## src/common/ipod_pkg.sv

```systemverilog
package ipod_pkg;

  // ==================================================
  // Playback speed
  // ==================================================

  localparam int DIV_W = 24;

  // About 44 kHz from the 50 MHz clock
  localparam logic [DIV_W-1:0] DEFAULT_DIVISOR = 24'd1136;
  localparam logic [DIV_W-1:0] DIVISOR_STEP    = 24'd16;
  localparam logic [DIV_W-1:0] MIN_DIVISOR     = 24'd256;
  localparam logic [DIV_W-1:0] MAX_DIVISOR     = 24'd65520;

  // ==================================================
  // Flash words and samples
  // ==================================================

  localparam int ADDR_W = 23;

  // Last word of the sound clip
  localparam logic [ADDR_W-1:0] LAST_WORD = 23'h7FFFF;

  typedef logic [15:0] sample_t;

  // One flash word, either raw or as two samples
  typedef union packed {
    logic [31:0] raw;
    struct packed {
      sample_t hi;
      sample_t lo;
    } half;
  } flash_word_u;

  // Read master states
  localparam logic [1:0] RD_IDLE = 2'd0;
  localparam logic [1:0] RD_REQ  = 2'd1;
  localparam logic [1:0] RD_WAIT = 2'd2;

  // ==================================================
  // ASCII commands
  // ==================================================

  localparam logic [7:0] CMD_PLAY     = 8'h45;  // 'E'
  localparam logic [7:0] CMD_PAUSE    = 8'h44;  // 'D'
  localparam logic [7:0] CMD_FORWARD  = 8'h46;  // 'F'
  localparam logic [7:0] CMD_BACKWARD = 8'h42;  // 'B'
  localparam logic [7:0] CMD_RESTART  = 8'h52;  // 'R'

endpackage

```

## src/common/flash_rd_if.sv

```systemverilog
`timescale 1ns/1ps

interface flash_rd_if;
  import ipod_pkg::*;

  // Request side
  logic              read;
  logic [ADDR_W-1:0] address;

  // Response side
  logic              waitrequest;
  flash_word_u       readdata;
  logic              readdatavalid;

  modport master (
    output read,
    output address,
    input  waitrequest,
    input  readdata,
    input  readdatavalid
  );

  modport memory (
    input  read,
    input  address,
    output waitrequest,
    output readdata,
    output readdatavalid
  );

endinterface

```

## src/hw/seg7_display.sv

```systemverilog
`timescale 1ns/1ps

module seg7_display (
  input  logic [ipod_pkg::DIV_W-1:0] divisor,
  output logic [6:0]                 hex0,
  output logic [6:0]                 hex1,
  output logic [6:0]                 hex2,
  output logic [6:0]                 hex3,
  output logic [6:0]                 hex4,
  output logic [6:0]                 hex5
);

  // Active-low segments, bit order gfedcba
  function automatic logic [6:0] seg_of(input logic [3:0] nib);
    logic [6:0] seg;
    case (nib)
      4'h0: seg = 7'b1000000;
      4'h1: seg = 7'b1111001;
      4'h2: seg = 7'b0100100;
      4'h3: seg = 7'b0110000;
      4'h4: seg = 7'b0011001;
      4'h5: seg = 7'b0010010;
      4'h6: seg = 7'b0000010;
      4'h7: seg = 7'b1111000;
      4'h8: seg = 7'b0000000;
      4'h9: seg = 7'b0010000;
      4'hA: seg = 7'b0001000;
      4'hB: seg = 7'b0000011;
      4'hC: seg = 7'b1000110;
      4'hD: seg = 7'b0100001;
      4'hE: seg = 7'b0000110;
      default: seg = 7'b0001110;
    endcase
    return seg;
  endfunction

  // hex0 shows the lowest nibble
  assign hex0 = seg_of(divisor[3:0]);
  assign hex1 = seg_of(divisor[7:4]);
  assign hex2 = seg_of(divisor[11:8]);
  assign hex3 = seg_of(divisor[15:12]);
  assign hex4 = seg_of(divisor[19:16]);
  assign hex5 = seg_of(divisor[23:20]);

endmodule

```

## src/hw/simple_ipod_top.sv

```systemverilog
`timescale 1ns/1ps

module simple_ipod_top (
  input  logic                        CLK_50M,
  input  logic                        rst_n,
  input  logic [2:0]                  key,
  input  logic [7:0]                  cmd_code,
  input  logic                        cmd_valid,
  output logic                        flash_read,
  output logic [ipod_pkg::ADDR_W-1:0] flash_address,
  input  logic                        flash_waitrequest,
  input  logic [31:0]                 flash_readdata,
  input  logic                        flash_readdatavalid,
  output ipod_pkg::sample_t           sample,
  output logic                        sample_valid,
  output logic [6:0]                  hex0,
  output logic [6:0]                  hex1,
  output logic [6:0]                  hex2,
  output logic [6:0]                  hex3,
  output logic [6:0]                  hex4,
  output logic [6:0]                  hex5
);
  import ipod_pkg::*;

  logic [DIV_W-1:0]  divisor;
  logic              fetch_req;
  logic [ADDR_W-1:0] fetch_addr;
  logic              fetch_done;
  flash_word_u       fetch_word;

  flash_rd_if flash_bus ();

  // Flash bus out to the pins
  assign flash_read                = flash_bus.read;
  assign flash_address             = flash_bus.address;
  assign flash_bus.waitrequest     = flash_waitrequest;
  assign flash_bus.readdata.raw    = flash_readdata;
  assign flash_bus.readdatavalid   = flash_readdatavalid;

  speed_control u_speed_control (
    .CLK_50M (CLK_50M),
    .rst_n   (rst_n),
    .key     (key),
    .divisor (divisor)
  );

  playback_ctrl u_playback_ctrl (
    .CLK_50M      (CLK_50M),
    .rst_n        (rst_n),
    .cmd_code     (cmd_code),
    .cmd_valid    (cmd_valid),
    .divisor      (divisor),
    .fetch_req    (fetch_req),
    .fetch_addr   (fetch_addr),
    .fetch_done   (fetch_done),
    .fetch_word   (fetch_word),
    .sample       (sample),
    .sample_valid (sample_valid)
  );

  flash_reader u_flash_reader (
    .CLK_50M    (CLK_50M),
    .rst_n      (rst_n),
    .fetch_req  (fetch_req),
    .fetch_addr (fetch_addr),
    .fetch_done (fetch_done),
    .fetch_word (fetch_word),
    .flash      (flash_bus.master)
  );

  seg7_display u_seg7_display (
    .divisor (divisor),
    .hex0    (hex0),
    .hex1    (hex1),
    .hex2    (hex2),
    .hex3    (hex3),
    .hex4    (hex4),
    .hex5    (hex5)
  );

endmodule

```

## src/hw/speed_control.sv

```systemverilog
`timescale 1ns/1ps

module speed_control (
  input  logic                       CLK_50M,
  input  logic                       rst_n,
  input  logic [2:0]                 key,
  output logic [ipod_pkg::DIV_W-1:0] divisor
);
  import ipod_pkg::*;

  // Keys are active low, so everything idles at 1
  logic [2:0] key_meta;
  logic [2:0] key_sync;
  logic [2:0] key_prev;
  logic [2:0] press;

  logic [DIV_W-1:0] div_faster;
  logic [DIV_W-1:0] div_slower;

  // Two-flop synchronizer plus previous value for edge detection
  always_ff @(posedge CLK_50M or negedge rst_n)
  begin
    if (!rst_n)
    begin
      key_meta <= 3'b111;
      key_sync <= 3'b111;
      key_prev <= 3'b111;
    end
    else
    begin
      key_meta <= key;
      key_sync <= key_meta;
      key_prev <= key_sync;
    end
  end

  // One pulse on the first synchronized low sample
  assign press = key_prev & ~key_sync;

  // Clamped next values
  assign div_faster = (divisor >= MIN_DIVISOR + DIVISOR_STEP) ?
                      divisor - DIVISOR_STEP : MIN_DIVISOR;
  assign div_slower = (divisor <= MAX_DIVISOR - DIVISOR_STEP) ?
                      divisor + DIVISOR_STEP : MAX_DIVISOR;

  // Reset key wins over the other two
  always_ff @(posedge CLK_50M or negedge rst_n)
  begin
    if (!rst_n)
    begin
      divisor <= DEFAULT_DIVISOR;
    end
    else if (press[2])
    begin
      divisor <= DEFAULT_DIVISOR;
    end
    else if (press[0])
    begin
      divisor <= div_faster;
    end
    else if (press[1])
    begin
      divisor <= div_slower;
    end
  end

endmodule

```

## src/playback/flash_reader.sv

```systemverilog
`timescale 1ns/1ps

module flash_reader (
  input  logic                        CLK_50M,
  input  logic                        rst_n,
  input  logic                        fetch_req,
  input  logic [ipod_pkg::ADDR_W-1:0] fetch_addr,
  output logic                        fetch_done,
  output ipod_pkg::flash_word_u       fetch_word,
  flash_rd_if.master                  flash
);
  import ipod_pkg::*;

  logic [1:0]        state;
  logic [ADDR_W-1:0] addr_q;
  logic              accept;
  logic              capture;

  // Request taken when wait-request is low
  assign accept  = (state == RD_REQ) && !flash.waitrequest;
  assign capture = (state == RD_WAIT) && flash.readdatavalid;

  // Read is high only in the request state, so it holds through wait-request
  assign flash.read    = (state == RD_REQ);
  assign flash.address = addr_q;

  // ==================================================
  // Read FSM
  // ==================================================

  always_ff @(posedge CLK_50M or negedge rst_n)
  begin
    if (!rst_n)
    begin
      state      <= RD_IDLE;
      fetch_done <= 1'b0;
    end
    else
    begin
      fetch_done <= 1'b0;
      case (state)
        RD_IDLE:
        begin
          if (fetch_req)
            state <= RD_REQ;
        end
        RD_REQ:
        begin
          if (accept)
            state <= RD_WAIT;
        end
        RD_WAIT:
        begin
          if (capture)
          begin
            fetch_done <= 1'b1;
            state      <= RD_IDLE;
          end
        end
        default: state <= RD_IDLE;
      endcase
    end
  end

  // Address latched with the request, word latched on valid
  always_ff @(posedge CLK_50M)
  begin
    if (state == RD_IDLE && fetch_req)
    begin
      addr_q <= fetch_addr;
    end
    if (capture)
    begin
      fetch_word.raw <= flash.readdata.raw;
    end
  end

endmodule

```

## src/playback/playback_ctrl.sv

```systemverilog
`timescale 1ns/1ps

module playback_ctrl (
  input  logic                        CLK_50M,
  input  logic                        rst_n,
  input  logic [7:0]                  cmd_code,
  input  logic                        cmd_valid,
  input  logic [ipod_pkg::DIV_W-1:0]  divisor,
  output logic                        fetch_req,
  output logic [ipod_pkg::ADDR_W-1:0] fetch_addr,
  input  logic                        fetch_done,
  input  ipod_pkg::flash_word_u       fetch_word,
  output ipod_pkg::sample_t           sample,
  output logic                        sample_valid
);
  import ipod_pkg::*;

  logic              playing;
  logic              backward;
  logic              next_high;   // Half of the held word to play next
  logic              need_load;   // Held word does not belong to addr
  logic              fetch_busy;
  logic              stale;       // Outstanding word was overtaken by a restart
  logic [ADDR_W-1:0] addr;
  logic [DIV_W-1:0]  tick_cnt;
  flash_word_u       held_word;
  flash_word_u       src_word;

  logic tick;
  logic start_fetch;
  logic refill;
  logic emit;

  // ==================================================
  // Sample tick and emit decisions
  // ==================================================

  assign tick        = playing && (tick_cnt >= divisor - 1'b1);
  assign start_fetch = tick && !fetch_busy && need_load;
  assign refill      = fetch_done && !stale && playing;
  assign emit        = (tick && !fetch_busy && !need_load) || refill;
  assign src_word    = fetch_done ? fetch_word : held_word;

  always_ff @(posedge CLK_50M)
  begin
    if (start_fetch)
    begin
      fetch_addr <= addr;
    end
    if (fetch_done)
    begin
      held_word <= fetch_word;
    end
    if (emit)
    begin
      sample <= next_high ? src_word.half.hi : src_word.half.lo;
    end
  end

  // ==================================================
  // Control state
  // ==================================================

  always_ff @(posedge CLK_50M or negedge rst_n)
  begin
    if (!rst_n)
    begin
      playing      <= 1'b0;
      backward     <= 1'b0;
      next_high    <= 1'b0;
      need_load    <= 1'b1;
      fetch_busy   <= 1'b0;
      stale        <= 1'b0;
      addr         <= '0;
      tick_cnt     <= '0;
      fetch_req    <= 1'b0;
      sample_valid <= 1'b0;
    end
    else
    begin
      fetch_req    <= start_fetch;
      sample_valid <= emit;

      // Restart the period after a refill so samples keep their spacing
      if (!playing || tick || refill)
        tick_cnt <= '0;
      else
        tick_cnt <= tick_cnt + 1'b1;

      if (start_fetch)
        fetch_busy <= 1'b1;

      if (fetch_done)
      begin
        fetch_busy <= 1'b0;
        stale      <= 1'b0;
        if (!stale)
          need_load <= 1'b0;
      end

      // Advance once the last half in the current order is used
      if (emit)
      begin
        if (!backward && next_high)
        begin
          addr      <= (addr == LAST_WORD) ? '0 : addr + 1'b1;
          need_load <= 1'b1;
          next_high <= 1'b0;
        end
        else if (backward && !next_high)
        begin
          addr      <= (addr == '0) ? LAST_WORD : addr - 1'b1;
          need_load <= 1'b1;
          next_high <= 1'b1;
        end
        else
        begin
          next_high <= ~next_high;
        end
      end

      // Commands come last and override the above
      if (cmd_valid)
      begin
        case (cmd_code)
          CMD_PLAY:
          begin
            if (!playing)
            begin
              playing   <= 1'b1;
              need_load <= 1'b1;
            end
          end
          CMD_PAUSE:    playing  <= 1'b0;
          CMD_FORWARD:  backward <= 1'b0;
          CMD_BACKWARD: backward <= 1'b1;
          CMD_RESTART:
          begin
            addr      <= backward ? LAST_WORD : '0;
            next_high <= backward;
            need_load <= 1'b1;
            if ((fetch_busy && !fetch_done) || start_fetch)
              stale <= 1'b1;
          end
          default: ;
        endcase
      end
    end
  end

endmodule

```

## config.mk

```make
export PLATFORM = sky130hd
export DESIGN_NAME = simple_ipod_top
export DESIGN_NICKNAME = d
export VERILOG_FILES = /design/src/common/ipod_pkg.sv /design/src/common/flash_rd_if.sv /design/src/hw/seg7_display.sv /design/src/hw/simple_ipod_top.sv /design/src/hw/speed_control.sv /design/src/playback/flash_reader.sv /design/src/playback/playback_ctrl.sv
export SDC_FILE = /design/constraint.sdc
export NUM_CORES = 1
export LEC_CHECK = 0
export BUFFER_PORTS_ARGS = -buffer_cell sky130_fd_sc_hd__buf_2
export CAP_MARGIN = 5
export CORE_UTILIZATION = 25
export CTS_CLUSTER_DIAMETER = 150
export CTS_CLUSTER_SIZE = 28
export DETAILED_ROUTE_END_ITERATION = 6
export PLACE_DENSITY_LB_ADDON = 0.05
export SETUP_SLACK_MARGIN = 0.3
export SYNTH_ARGS = -nofsm -noshare
export SYNTH_HDL_FRONTEND = slang
export SYNTH_SLANG_ARGS = --single-unit
```

## constraint.sdc

```tcl
create_clock -name CLK_50M -period 5.8 [get_ports CLK_50M]
set_input_delay 0.58 -clock CLK_50M [delete_from_list [all_inputs] [get_ports CLK_50M]]
set_output_delay 0.58 -clock CLK_50M [all_outputs]
set_load 0.01 [all_outputs]
```

==> impl_metrics.env, run 1 <==
export IMPL_antenna_found_initial=4
export IMPL_root_buffer="clkbuf_16"
export IMPL_synth_edf_count=94
export IMPL_wl_per_cell_um=18.3
export IMPL_grt_setup_unrepaired="false"
export IMPL_timing_rr_start="u_speed_control.divisor[8]$_DFFE_PN0P_"
export IMPL_grt_pass1_wl_um=51100
export IMPL_finalCritPeriodShare_pct=83.9
export IMPL_synthToLayoutAreaGrowth_pct=13.7
export IMPL_synth_warnings=0
export IMPL_worstSkewPairLatency_ns=0.49
export IMPL_dp_worst_setup_slack_ns=0.927
export IMPL_ys_flop_type="edfxtp_1"
export IMPL_drt_vias_per_instance=4.79
export IMPL_p_per_area_nw_per_um2=255
export IMPL_syn_avg_cell_area_um2=10.3
export IMPL_worst_ep_required_time_ns=6.15
export IMPL_drive_gt1_share_pct=20.6
export IMPL_start_kind="flip-flop"
export IMPL_end_kind="flip-flop"
export IMPL_dieHeight_um=215
export IMPL_leakage_nw=4.85
export IMPL_antenna_left=0
export IMPL_clockBufferDepth=3
export IMPL_placedInstanceArea_um2=12600
export IMPL_fp_row_count=77
export IMPL_cts_tree="yes"
export IMPL_design_area_um2=12900
export IMPL_asyncSetResetFlopFracSynth_pct=40.8
export IMPL_pin_count=131
export IMPL_gp_congestion=0.827
export IMPL_grt_pass1_vias=8432
export IMPL_fin_cells=1789
export IMPL_hold_violations=0
export IMPL_rr_worst_depth=16
export IMPL_nets=1292
export IMPL_worst_ep_arrival_time_ns=5.22
export IMPL_die_area_um2=46200
export IMPL_dr_pass1_iters=5
export IMPL_die_w_um=215
export IMPL_worst_clock_skew_ns=0.0196
export IMPL_worst_pin_slew_ns=1.02
export IMPL_path_clk_slew_ns=0.13
export IMPL_yosysUniqueCellTypes=80
export IMPL_relSlewSlack_pct=31.8
export IMPL_dp_hpwl_um=22500
export IMPL_outcome="completed"
export IMPL_cts_resized=0
export IMPL_rr_endpoint="u_playback_ctrl.addr[13]$_DFF_PN0_"
export IMPL_vdd_drop_max_v=0.000155
export IMPL_fin_crit_ns=4.87
export IMPL_criticalPathCategory="flip-flop to flip-flop"
export IMPL_ff2ff_setup_slack_ns=0.93
export IMPL_io_buffers=123
export IMPL_grt_max_degree=45
export IMPL_numCtsBuffers=11
export IMPL_cts_hold_buf=0
export IMPL_setup_tns_ns=0
export IMPL_synth_seq_cells=213
export IMPL_fmax_mhz=205
export IMPL_syn_inst=1098
export IMPL_synth_seq_area_share_pct=49.9
export IMPL_drv_cap=0
export IMPL_setup_slack_ns=0.933
export IMPL_setup_violations_final=0
export IMPL_gr_total_overflow=0
export IMPL_cp_max_fo=16
export IMPL_ctsHtreeMaxLevel=1
export IMPL_holdCritPathClass="input pin to async pin"
export IMPL_first_iter_violations=522
export IMPL_synth_area_um2=11300
export IMPL_vias=8570
export IMPL_drc=0
export IMPL_grt_usage_pct=14.0
export IMPL_slew_violations=0
export IMPL_dp_cells=1770
export IMPL_post_cts_setup_buffers=0
export IMPL_start_util_pct=25.5
export IMPL_totalWireLength_um=32700
export IMPL_core_um2=44500
export IMPL_cts_num_sinks=213
==> flip-flops by register name, indices dropped and copies added (netlist names), 3 cells and up <==
name and flops:
u_speed_control.key_sync 3, u_speed_control.divisor 20, u_playback_ctrl.held_word 32, u_playback_ctrl.sample 16, u_flash_reader.flash.address 23, u_playback_ctrl.fetch_addr 23, u_playback_ctrl.addr 23, u_speed_control.key_prev 3
u_speed_control.key_meta 3, u_playback_ctrl.tick_cnt 24, u_flash_reader.fetch_word 32
==> final cells by class <==
type,count,area [µm²]
well taps,592,741
clock inverters,1,8.76
multi-input cells,792,5290
clock buffers,16,315
fillers,4777,31600
repair buffers,143,768
inverters,30,113
diodes,2,5.00
flip-flops and latches,213,5660
==> how the worst max path moves through the flow <==
stage / start / to / slack, ns
6_report: u_speed_control.divisor[8]$_DFFE_PN0P_ / u_playback_ctrl.addr[13]$_DFF_PN0_ / 0.93
5_1_grt: u_speed_control.divisor[8]$_DFFE_PN0P_ / u_playback_ctrl.addr[17]$_DFF_PN0_ / 0.44
4_1_cts: u_speed_control.divisor[8]$_DFFE_PN0P_ / u_playback_ctrl.addr[13]$_DFF_PN0_ / 0.87
3_5_place_dp: u_speed_control.divisor[8]$_DFFE_PN0P_ / u_playback_ctrl.addr[13]$_DFF_PN0_ / 0.93
3_3_place_gp: u_speed_control.divisor[8]$_DFFE_PN0P_ / u_playback_ctrl.addr[13]$_DFF_PN0_ / 1.04
2_1_floorplan: u_speed_control.divisor[8]$_DFFE_PN0P_ / u_playback_ctrl.addr[0]$_DFF_PN0_ / 1.76
==> power by group <==
group / internal [mW] / leakage [nW] / switching, mW / total (mW)
logic: 0.259 / 2.57 / 0.410 / 0.668
registers: 1.61 / 2.13 / 0.0987 / 1.71
clock network: 0.388 / 0.157 / 0.521 / 0.910
total: 2.26 / 4.85 / 1.03 / 3.29
==> cell families (layout without fill, tap and decap cells) <==
family | count (synthesis) | after routing | synth area share (%)
xor gates and xnor gates | 46 | 46 | 3.55
adders and majority gates | 53 | 53 | 5.85
AOI/OAI and AO/OA | 266 | 266 | 14.5
and+or+nand+nor | 358 | 358 | 16.2
DFF | 213 | 213 | 49.9
buffers and inverters | 98 | 190 | 3.79
muxes | 62 | 62 | 6.14
other | 2 | 9 | 0.0662
==> through the flow <==
stage                     util, %  hold slack [ns]  power, mW
final                        29.0           0.0646       3.29
after global routing         29.0            0.102       3.48
after CTS                    29.0           0.0753       3.35
after detailed placement     28.2            0.347       2.42
after global placement       28.2            0.346       2.42
after floorplan                 -            0.284       2.16
==> layer usage <==
layer	vias up	wire [µm]	track usage, %
met1	4173	17000	21.4
met4	4	510	3.14
met2	165	13400	19.8
met3	32	1680	2.85
met5	-	24	0
li1	4196	-	-
==> synth_stat cells (all sizes together) (23+ instances only) <==
library cell,number,share of area (%)
o21ai,81,3.6
nor3,26,1.2
buf,24,1.3
nand3,40,1.8
dfxtp,32,5.6
a21oi,81,3.6
nand2,81,2.7
clkbuf,44,1.5
xnor2,23,1.8
nor2,78,2.6
mux2,51,5.1
dfrtp,73,16
ha,53,5.8
inv,30,0.99
xor2,23,1.8
edfxtp,94,25
==> worst max-delay path, cell delays in order (launching register included) <==
cell and delay [ns]:
dfrtp_1 0.50, inv_1 0.25, ha_1 0.33, or3b_2 0.48
a211oi_1 0.49, o211ai_1 0.18, xnor2_1 0.19, ha_1 0.29
nand4_1 0.13, nor3_1 0.29, o211ai_1 0.14, nand4_1 0.22
a22oi_1 0.12, inv_1 0.48, buf_4 0.34, o221a_1 0.22
o31ai_2 0.06
==> placed cells by master, fill, tap and decap left out, types with 5 or more instances in the layout <==
cell type,instances
and3_1,8
nor4_1,11
edfxtp_1,94
dfrtp_1,73
nor3_1,24
conb_1,7
nand2b_1,16
nand4_1,21
or2_2,6
a21o_1,5
nor2_1,78
xnor2_1,23
mux2i_1,10
o22ai_1,8
nor2b_1,16
inv_1,30
mux2_2,51
a21oi_1,81
buf_4,21
or3_1,17
clkbuf_16,12
xor2_1,23
nand3b_1,6
o31ai_1,9
nand2_1,81
o211ai_1,9
a22o_1,5
dfxtp_1,32
dfstp_2,14
ha_1,53
a31oi_1,17
buf_2,122
nand3_1,40
o21ai_0,76
a211oi_1,6
Note: power is estimated with default switching activity, not from simulation.
==> inputs of run 2 (changes only) <==
==> constraint.sdc (replaced) <==
create_clock -name CLK_50M -period 4.7 [get_ports CLK_50M]
set_input_delay 0.47 -clock CLK_50M [delete_from_list [all_inputs] [get_ports CLK_50M]]
set_output_delay 0.47 -clock CLK_50M [all_outputs]
set_load 0.01 [all_outputs]
==> run 2 against run 1 <==
Effect of this change:
- utilization grew 0.44 points
- final area grew 1.5%
- routed wire length grew 0.20%
- final cell count grew 1.0%
- highest routed layer unchanged
- die area is the same
- clock power grew 21%
- critical endpoint is now u_playback_ctrl.fetch_addr[15]$_DFFE_PP_
- critical path type unchanged
- count of clock-buffer cells in the layout is the same
- sequential share of layout area shrank 0.65 points
- setup slack lost 0.39 ns
- via count grew 0.35%
- non-clock buffer count grew 18
==> impl_metrics.env, run 2 (synthesis results as in run 1) <==
export IMPL_cts_hold_buf=0
export IMPL_dieHeight_um=215
export IMPL_start_util_pct=25.5
export IMPL_layout_common_cells="122 x buf_2, 94 x edfxtp_1, 81 x nand2_1, 81 x a21oi_1, 78 x nor2_1"
export IMPL_outcome="completed"
export IMPL_cp_max_fo=24
export IMPL_p_per_area_nw_per_um2=312
export IMPL_path_cells="or4_4 > nand4b_1 > nand4b_1 > or3_4 > xor2_1 > ha_1 > nand4_1 > nor3_2 > o211ai_1 > nand4_1 > buf_4 > nand4_1 > inv_1 > buf_8"
export IMPL_critPathMaxStageDelay_ns=0.56
export IMPL_worst_clock_skew_ns=0.0257
export IMPL_antenna_found_initial=5
export IMPL_criticalPathCategory="flip-flop to flip-flop"
export IMPL_drive_gt1_share_pct=22.5
export IMPL_gr_total_overflow=0
export IMPL_die_area_um2=46200
export IMPL_finalCritPeriodShare_pct=88.4
export IMPL_fin_crit_ns=4.16
export IMPL_setup_violations_final=0
export IMPL_root_buffer="clkbuf_16"
export IMPL_grt_pass1_vias=8541
export IMPL_grt_setup_unrepaired="true"
export IMPL_totalWireLength_um=32700
export IMPL_drt_vias_per_instance=4.76
export IMPL_fmax_mhz=241
export IMPL_top_regs="u_flash_reader.fetch_word x32, u_playback_ctrl.held_word x32, u_playback_ctrl.tick_cnt x24"
export IMPL_ctsHtreeMaxLevel=1
export IMPL_vdd_drop_max_v=0.000180
export IMPL_setup_slack_ns=0.544
export IMPL_leakage_nw=4.95
export IMPL_end_kind="flip-flop"
export IMPL_dp_hpwl_um=22400
export IMPL_grt_max_degree=60
export IMPL_synthToLayoutAreaGrowth_pct=15.4
export IMPL_dp_worst_setup_slack_ns=0.213
export IMPL_gp_congestion=0.789
export IMPL_dr_pass1_iters=5
export IMPL_grt_usage_pct=14.1
export IMPL_nets=1310
export IMPL_cts_tree="yes"
export IMPL_io_buffers=123
export IMPL_worst_ep_arrival_time_ns=4.34
export IMPL_fp_row_count=77
export IMPL_clockBufferDepth=3
export IMPL_antenna_left=0
export IMPL_path_clk_slew_ns=0.13
export IMPL_worstSkewPairLatency_ns=0.50
export IMPL_worst_ep_required_time_ns=4.89
export IMPL_design_area_um2=13100
export IMPL_setup_tns_ns=0
export IMPL_ff2ff_setup_slack_ns=0.54
export IMPL_grt_pass1_wl_um=51400
export IMPL_path_common_cell="nand4_1"
export IMPL_core_um2=44500
export IMPL_slew_violations=0
export IMPL_first_iter_violations=503
export IMPL_final_common_cell="buf_2"
export IMPL_vias=8600
export IMPL_holdCritPathClass="input pin to async pin"
export IMPL_worst_pin_slew_ns=1.15
export IMPL_cts_num_sinks=213
export IMPL_drv_cap=0
export IMPL_hold_violations=0
export IMPL_numCtsBuffers=11
export IMPL_die_w_um=215
export IMPL_drc=0
export IMPL_pin_count=131
export IMPL_fin_util_pct=29.4
export IMPL_fillers=4668
export IMPL_start_kind="flip-flop"
export IMPL_placedInstanceArea_um2=12700
export IMPL_wl_per_cell_um=18.1
export IMPL_relSlewSlack_pct=23.0
export IMPL_crit_path_top_delay_cell="or4_4"
-- run 2: what timing repair did --
action	CTS	global route
endpoints found under the setup margin	48	66
resized for setup	1	17
pin swaps	0	5
endpoints found under the hold margin	0	0
setup buffers	0	5
-- run 2: path summary, 6_finish.rpt --
kind | end | depth (start not counted) | from
min reg2reg | u_speed_control.key_sync[0]$_DFF_PN1_ | 0 | u_speed_control.key_meta[0]$_DFF_PN1_
max | u_playback_ctrl.fetch_addr[15]$_DFFE_PP_ | 14 | u_speed_control.divisor[7]$_DFFE_PN0P_
min in group CLK_50M | u_speed_control.key_meta[0]$_DFF_PN1_ | 1 | key[0]
min | u_speed_control.divisor[11]$_DFFE_PN0P_ | 1 | rst_n
max in group asynchronous | u_playback_ctrl.need_load$_DFF_PN1_ | 2 | rst_n
max reg2reg | u_playback_ctrl.fetch_addr[15]$_DFFE_PP_ | 14 | u_speed_control.divisor[7]$_DFFE_PN0P_
-- run 2: layout make-up --
type,instances,area [µm²],area share (%)
diodes,2,5.00,0.0382
clock buffers,16,294,2.25
clock inverters,1,11.3,0.0860
inverters,30,113,0.860
multi-input cells,792,5340,40.8
flip-flops and latches,213,5660,43.2
well taps,592,741,5.66
repair buffers,161,931,7.11
-- run 2: layer usage --
layer	wire [µm]	GRT usage, %	up-vias
met3	1660	2.66	34
li1	-	-	4239
met4	572	2.96	6
met5	31	0	-
met1	16700	21.2	4145
met2	13700	20.8	176
-- run 2: worst max-delay path, delay by kind of cell (launching register included) --
kind                       cells  cell delay [ns]
adders and majority gates      1             0.32
buffers and inverters          3             0.50
AOI/OAI and AO/OA              1             0.12
xor gates and xnor gates       1             0.15
DFF                            1             0.41
and+or+nand+nor                8             2.33
-- run 2: power by group --
part           internal, mW  total [mW]  switching, mW
registers              1.99        2.06         0.0676
clock network         0.449        1.10          0.648
logic                 0.352       0.935          0.583
-- run 2: metrics by stage --
| step | total power [mW] | hold WS (ns) | std cells |
|---|---|---|---|
| finish | 4.09 | 0.0720 | 1807 |
| global route | 4.34 | 0.0376 | 1805 |
| CTS | 4.15 | 0.0371 | 1800 |
| detailed placement | 3.01 | 0.348 | 1783 |
| global placement | 3.02 | 0.347 | 1783 |
| floorplan | 2.66 | 0.174 | 1103 |
==> inputs of run 3 (changes only) <==
--- a/config.mk
+++ b/config.mk
@@ -5,9 +5,12 @@
 export SDC_FILE = /design/constraint.sdc
 export NUM_CORES = 1
 export LEC_CHECK = 0
+export ABC_AREA = 1
 export BUFFER_PORTS_ARGS = -buffer_cell sky130_fd_sc_hd__buf_2
 export CAP_MARGIN = 5
-export CORE_UTILIZATION = 25
+export CELL_PAD_IN_SITES_DETAIL_PLACEMENT = 1
+export CELL_PAD_IN_SITES_GLOBAL_PLACEMENT = 1
+export CORE_UTILIZATION = 45
 export CTS_CLUSTER_DIAMETER = 150
 export CTS_CLUSTER_SIZE = 28
 export DETAILED_ROUTE_END_ITERATION = 6
==> run 3 against run 2 <==
Effect of this change:
- sequential power up 9.7%
- die area down 39%
- setup slack better by 0.19 ns
- sequential share of layout area down 1.7 points
- synthesized cell count up 40%
- clock power about the same
- largest power group unchanged
==> impl_metrics.env, run 3 <==
export IMPL_drive_gt1_share_pct=15.9
export IMPL_hold_ws_ns=0.0307
export IMPL_fmax_mhz=252
export IMPL_gr_total_overflow=0
export IMPL_drt_vias_per_instance=5.40
export IMPL_dr_wl_met3_um=1110
export IMPL_p_total_mw=5.14
export IMPL_asyncSetResetFlopFracSynth_pct=40.8
export IMPL_met2_length_um=18300
export IMPL_path_clk_slew_ns=0.12
export IMPL_criticalPathCategory="flip-flop to flip-flop"
export IMPL_setup_tns_ns=0
export IMPL_start_util_pct=46.1
export IMPL_first_iter_violations=575
export IMPL_route_layer_met1_wl_um=16400
export IMPL_die_w_um=168
export IMPL_dp_hpwl_um=27300
export IMPL_synth_top_area_share_pct=22.7
export IMPL_die_area_um2=28400
export IMPL_fillers=3334
export IMPL_synth_edf_count=94
export IMPL_dp_worst_setup_slack_ns=0.772
export IMPL_regArea_um2=5660
export IMPL_drc=0
export IMPL_cts_hold_buf=0
export IMPL_outcome="completed"
export IMPL_synth_seq_area_share_pct=45.4
export IMPL_gp_congestion=0.902
export IMPL_vdd_drop_max_v=0.000263
export IMPL_dieHeight_um=168
export IMPL_top_layer_used="met4"
export IMPL_numCtsBuffers=11
export IMPL_synth_area_um2=12500
export IMPL_nets=1737
export IMPL_cts_tree="yes"
export IMPL_cp_max_fo=23
export IMPL_top_regs="u_flash_reader.fetch_word x32, u_playback_ctrl.held_word x32, u_playback_ctrl.tick_cnt x24"
export IMPL_cts_resized=0
export IMPL_fp_row_count=60
export IMPL_fin_util_pct=50.4
export IMPL_syn_avg_cell_area_um2=8.09
export IMPL_grt_setup_unrepaired="false"
export IMPL_core_um2=27000
export IMPL_holdCritPathClass="input pin to async pin"
export IMPL_vias=10700
export IMPL_worst_ep_required_time_ns=4.88
export IMPL_root_buffer="clkbuf_16"
export IMPL_drv_cap=0
export IMPL_ys_flop_type="edfxtp_1"
export IMPL_syn_inst=1541
export IMPL_ff2ff_setup_slack_ns=0.73
export IMPL_yosysUniqueCellTypes=57
export IMPL_totalWireLength_um=36600
export IMPL_antenna_left=0
export IMPL_fin_crit_ns=3.97
export IMPL_synth_top_area_cell="edfxtp_1"
export IMPL_ctsHtreeMaxLevel=1
export IMPL_worstSkewPairLatency_ns=0.49
export IMPL_multi_input_area_um2=5780
export IMPL_p_per_area_nw_per_um2=378
export IMPL_netlist_top_cells_count="377 x nand2_1, 165 x inv_1, 163 x nor2_1, 136 x nand3_1, 94 x edfxtp_1"
export IMPL_worst_ep_arrival_time_ns=4.15
export IMPL_hold_violations=0
export IMPL_finalCritPeriodShare_pct=84.4
export IMPL_leakage_nw=6.40
export IMPL_yosys_cell_count_top_type="nand2_1"
export IMPL_io_buffers=123
export IMPL_antenna_found_initial=1
export IMPL_relSlewSlack_pct=37.1
export IMPL_grt_pass1_vias=10800
export IMPL_setup_violations_final=0
export IMPL_dr_pass1_iters=4
export IMPL_worst_pin_slew_ns=0.942
export IMPL_worst_clock_skew_ns=0.0261
export IMPL_synth_warnings=0
export IMPL_synthToLayoutAreaGrowth_pct=9.24
export IMPL_synth_area_leaders="edfxtp_1 23%, dfrtp_1 15%, nand2_1 11%"
export IMPL_grt_usage_pct=26.2
export IMPL_wl_per_cell_um=18.5
export IMPL_clockBufferDepth=3
export IMPL_end_kind="flip-flop"
export IMPL_grt_max_degree=50
export IMPL_slew_violations=0
export IMPL_cts_num_sinks=213
export IMPL_synth_seq_cells=213
export IMPL_rr_worst_depth=19
export IMPL_grt_pass1_wl_um=58900
export IMPL_start_kind="flip-flop"
export IMPL_pin_count=131
export IMPL_final_common_cell="nand2_1"
export IMPL_post_cts_setup_buffers=0
export IMPL_layout_common_cells="377 x nand2_1, 165 x inv_1, 162 x nor2_1"
export IMPL_setup_slack_ns=0.732
[run 3: area by class of cell]
cell class | count | share of cell area [%]
Multi-Input combinational cell | 1091 | 42.5
Clock buffer | 15 | 2.13
Timing Repair Buffer | 138 | 5.37
Clock inverter | 2 | 0.285
Sequential cell | 213 | 41.6
Antenna cell | 1 | 0.0184
Inverter | 181 | 5.02
Tap cell | 341 | 3.13
[run 3: metrics by stage]
stage / instance area, µm² / instances
6_report: 13600 / 1982
5_1_grt: 13600 / 1982
3_5_place_dp: 13300 / 1964
3_3_place_gp: 13300 / 1964
2_1_floorplan: 12500 / 1546
4_1_cts: 13600 / 1981
[run 3: worst paths after layout]
kind | end | from
max reg2reg | u_playback_ctrl.sample[12]$_DFFE_PN_ | u_speed_control.divisor[9]$_DFFE_PN0P_
min in group CLK_50M | u_speed_control.key_meta[2]$_DFF_PN1_ | key[2]
max | u_playback_ctrl.sample[12]$_DFFE_PN_ | u_speed_control.divisor[9]$_DFFE_PN0P_
min | u_playback_ctrl.addr[14]$_DFF_PN0_ | rst_n
min reg2reg | u_speed_control.key_sync[2]$_DFF_PN1_ | u_speed_control.key_meta[2]$_DFF_PN1_
max in group asynchronous | u_speed_control.divisor[6]$_DFFE_PN1P_ | rst_n
[run 3: worst max-delay path, cell delays in order (launching register included)]
cell,delay [ns]
dfrtp_1,0.53
inv_1,0.27
ha_1,0.25
nand3_1,0.09
nor2_1,0.18
nand2_1,0.07
nand2_1,0.08
nand4_1,0.11
xor2_1,0.32
inv_1,0.08
ha_1,0.28
nand2_1,0.07
nor2_1,0.14
nand2_1,0.08
nor2_1,0.10
nand2_1,0.07
nand3_2,0.11
nand3_2,0.08
nand2_2,0.40
buf_4,0.32
[run 3: metal layers]
layer | vias to the layer above | global-route usage, %
li1 | 5208 | -
met1 | 5272 | 34.2
met2 | 176 | 46.8
met3 | 37 | 2.28
met4 | 0 | 6.48
met5 | - | 0
[run 3: power by group]
part	internal, mW	leakage [nW]	switching (mW)
clock	0.499	0.159	0.611
combinational	0.581	4.07	1.18
sequential	2.07	2.17	0.196
[run 3: kinds of logic (layout without fill, tap and decap cells)]
logic type | after synthesis | after routing | synth area share (%)
AND/OR/NAND/NOR | 804 | 804 | 29.2
AO/OA/AOI/OAI | 181 | 181 | 8.43
XOR/XNOR | 46 | 46 | 3.23
flip-flops | 213 | 213 | 45.4
other | 2 | 8 | 0.0603
adder cells (fa/ha/maj) | 53 | 53 | 5.32
buffers and inverters | 242 | 336 | 8.37
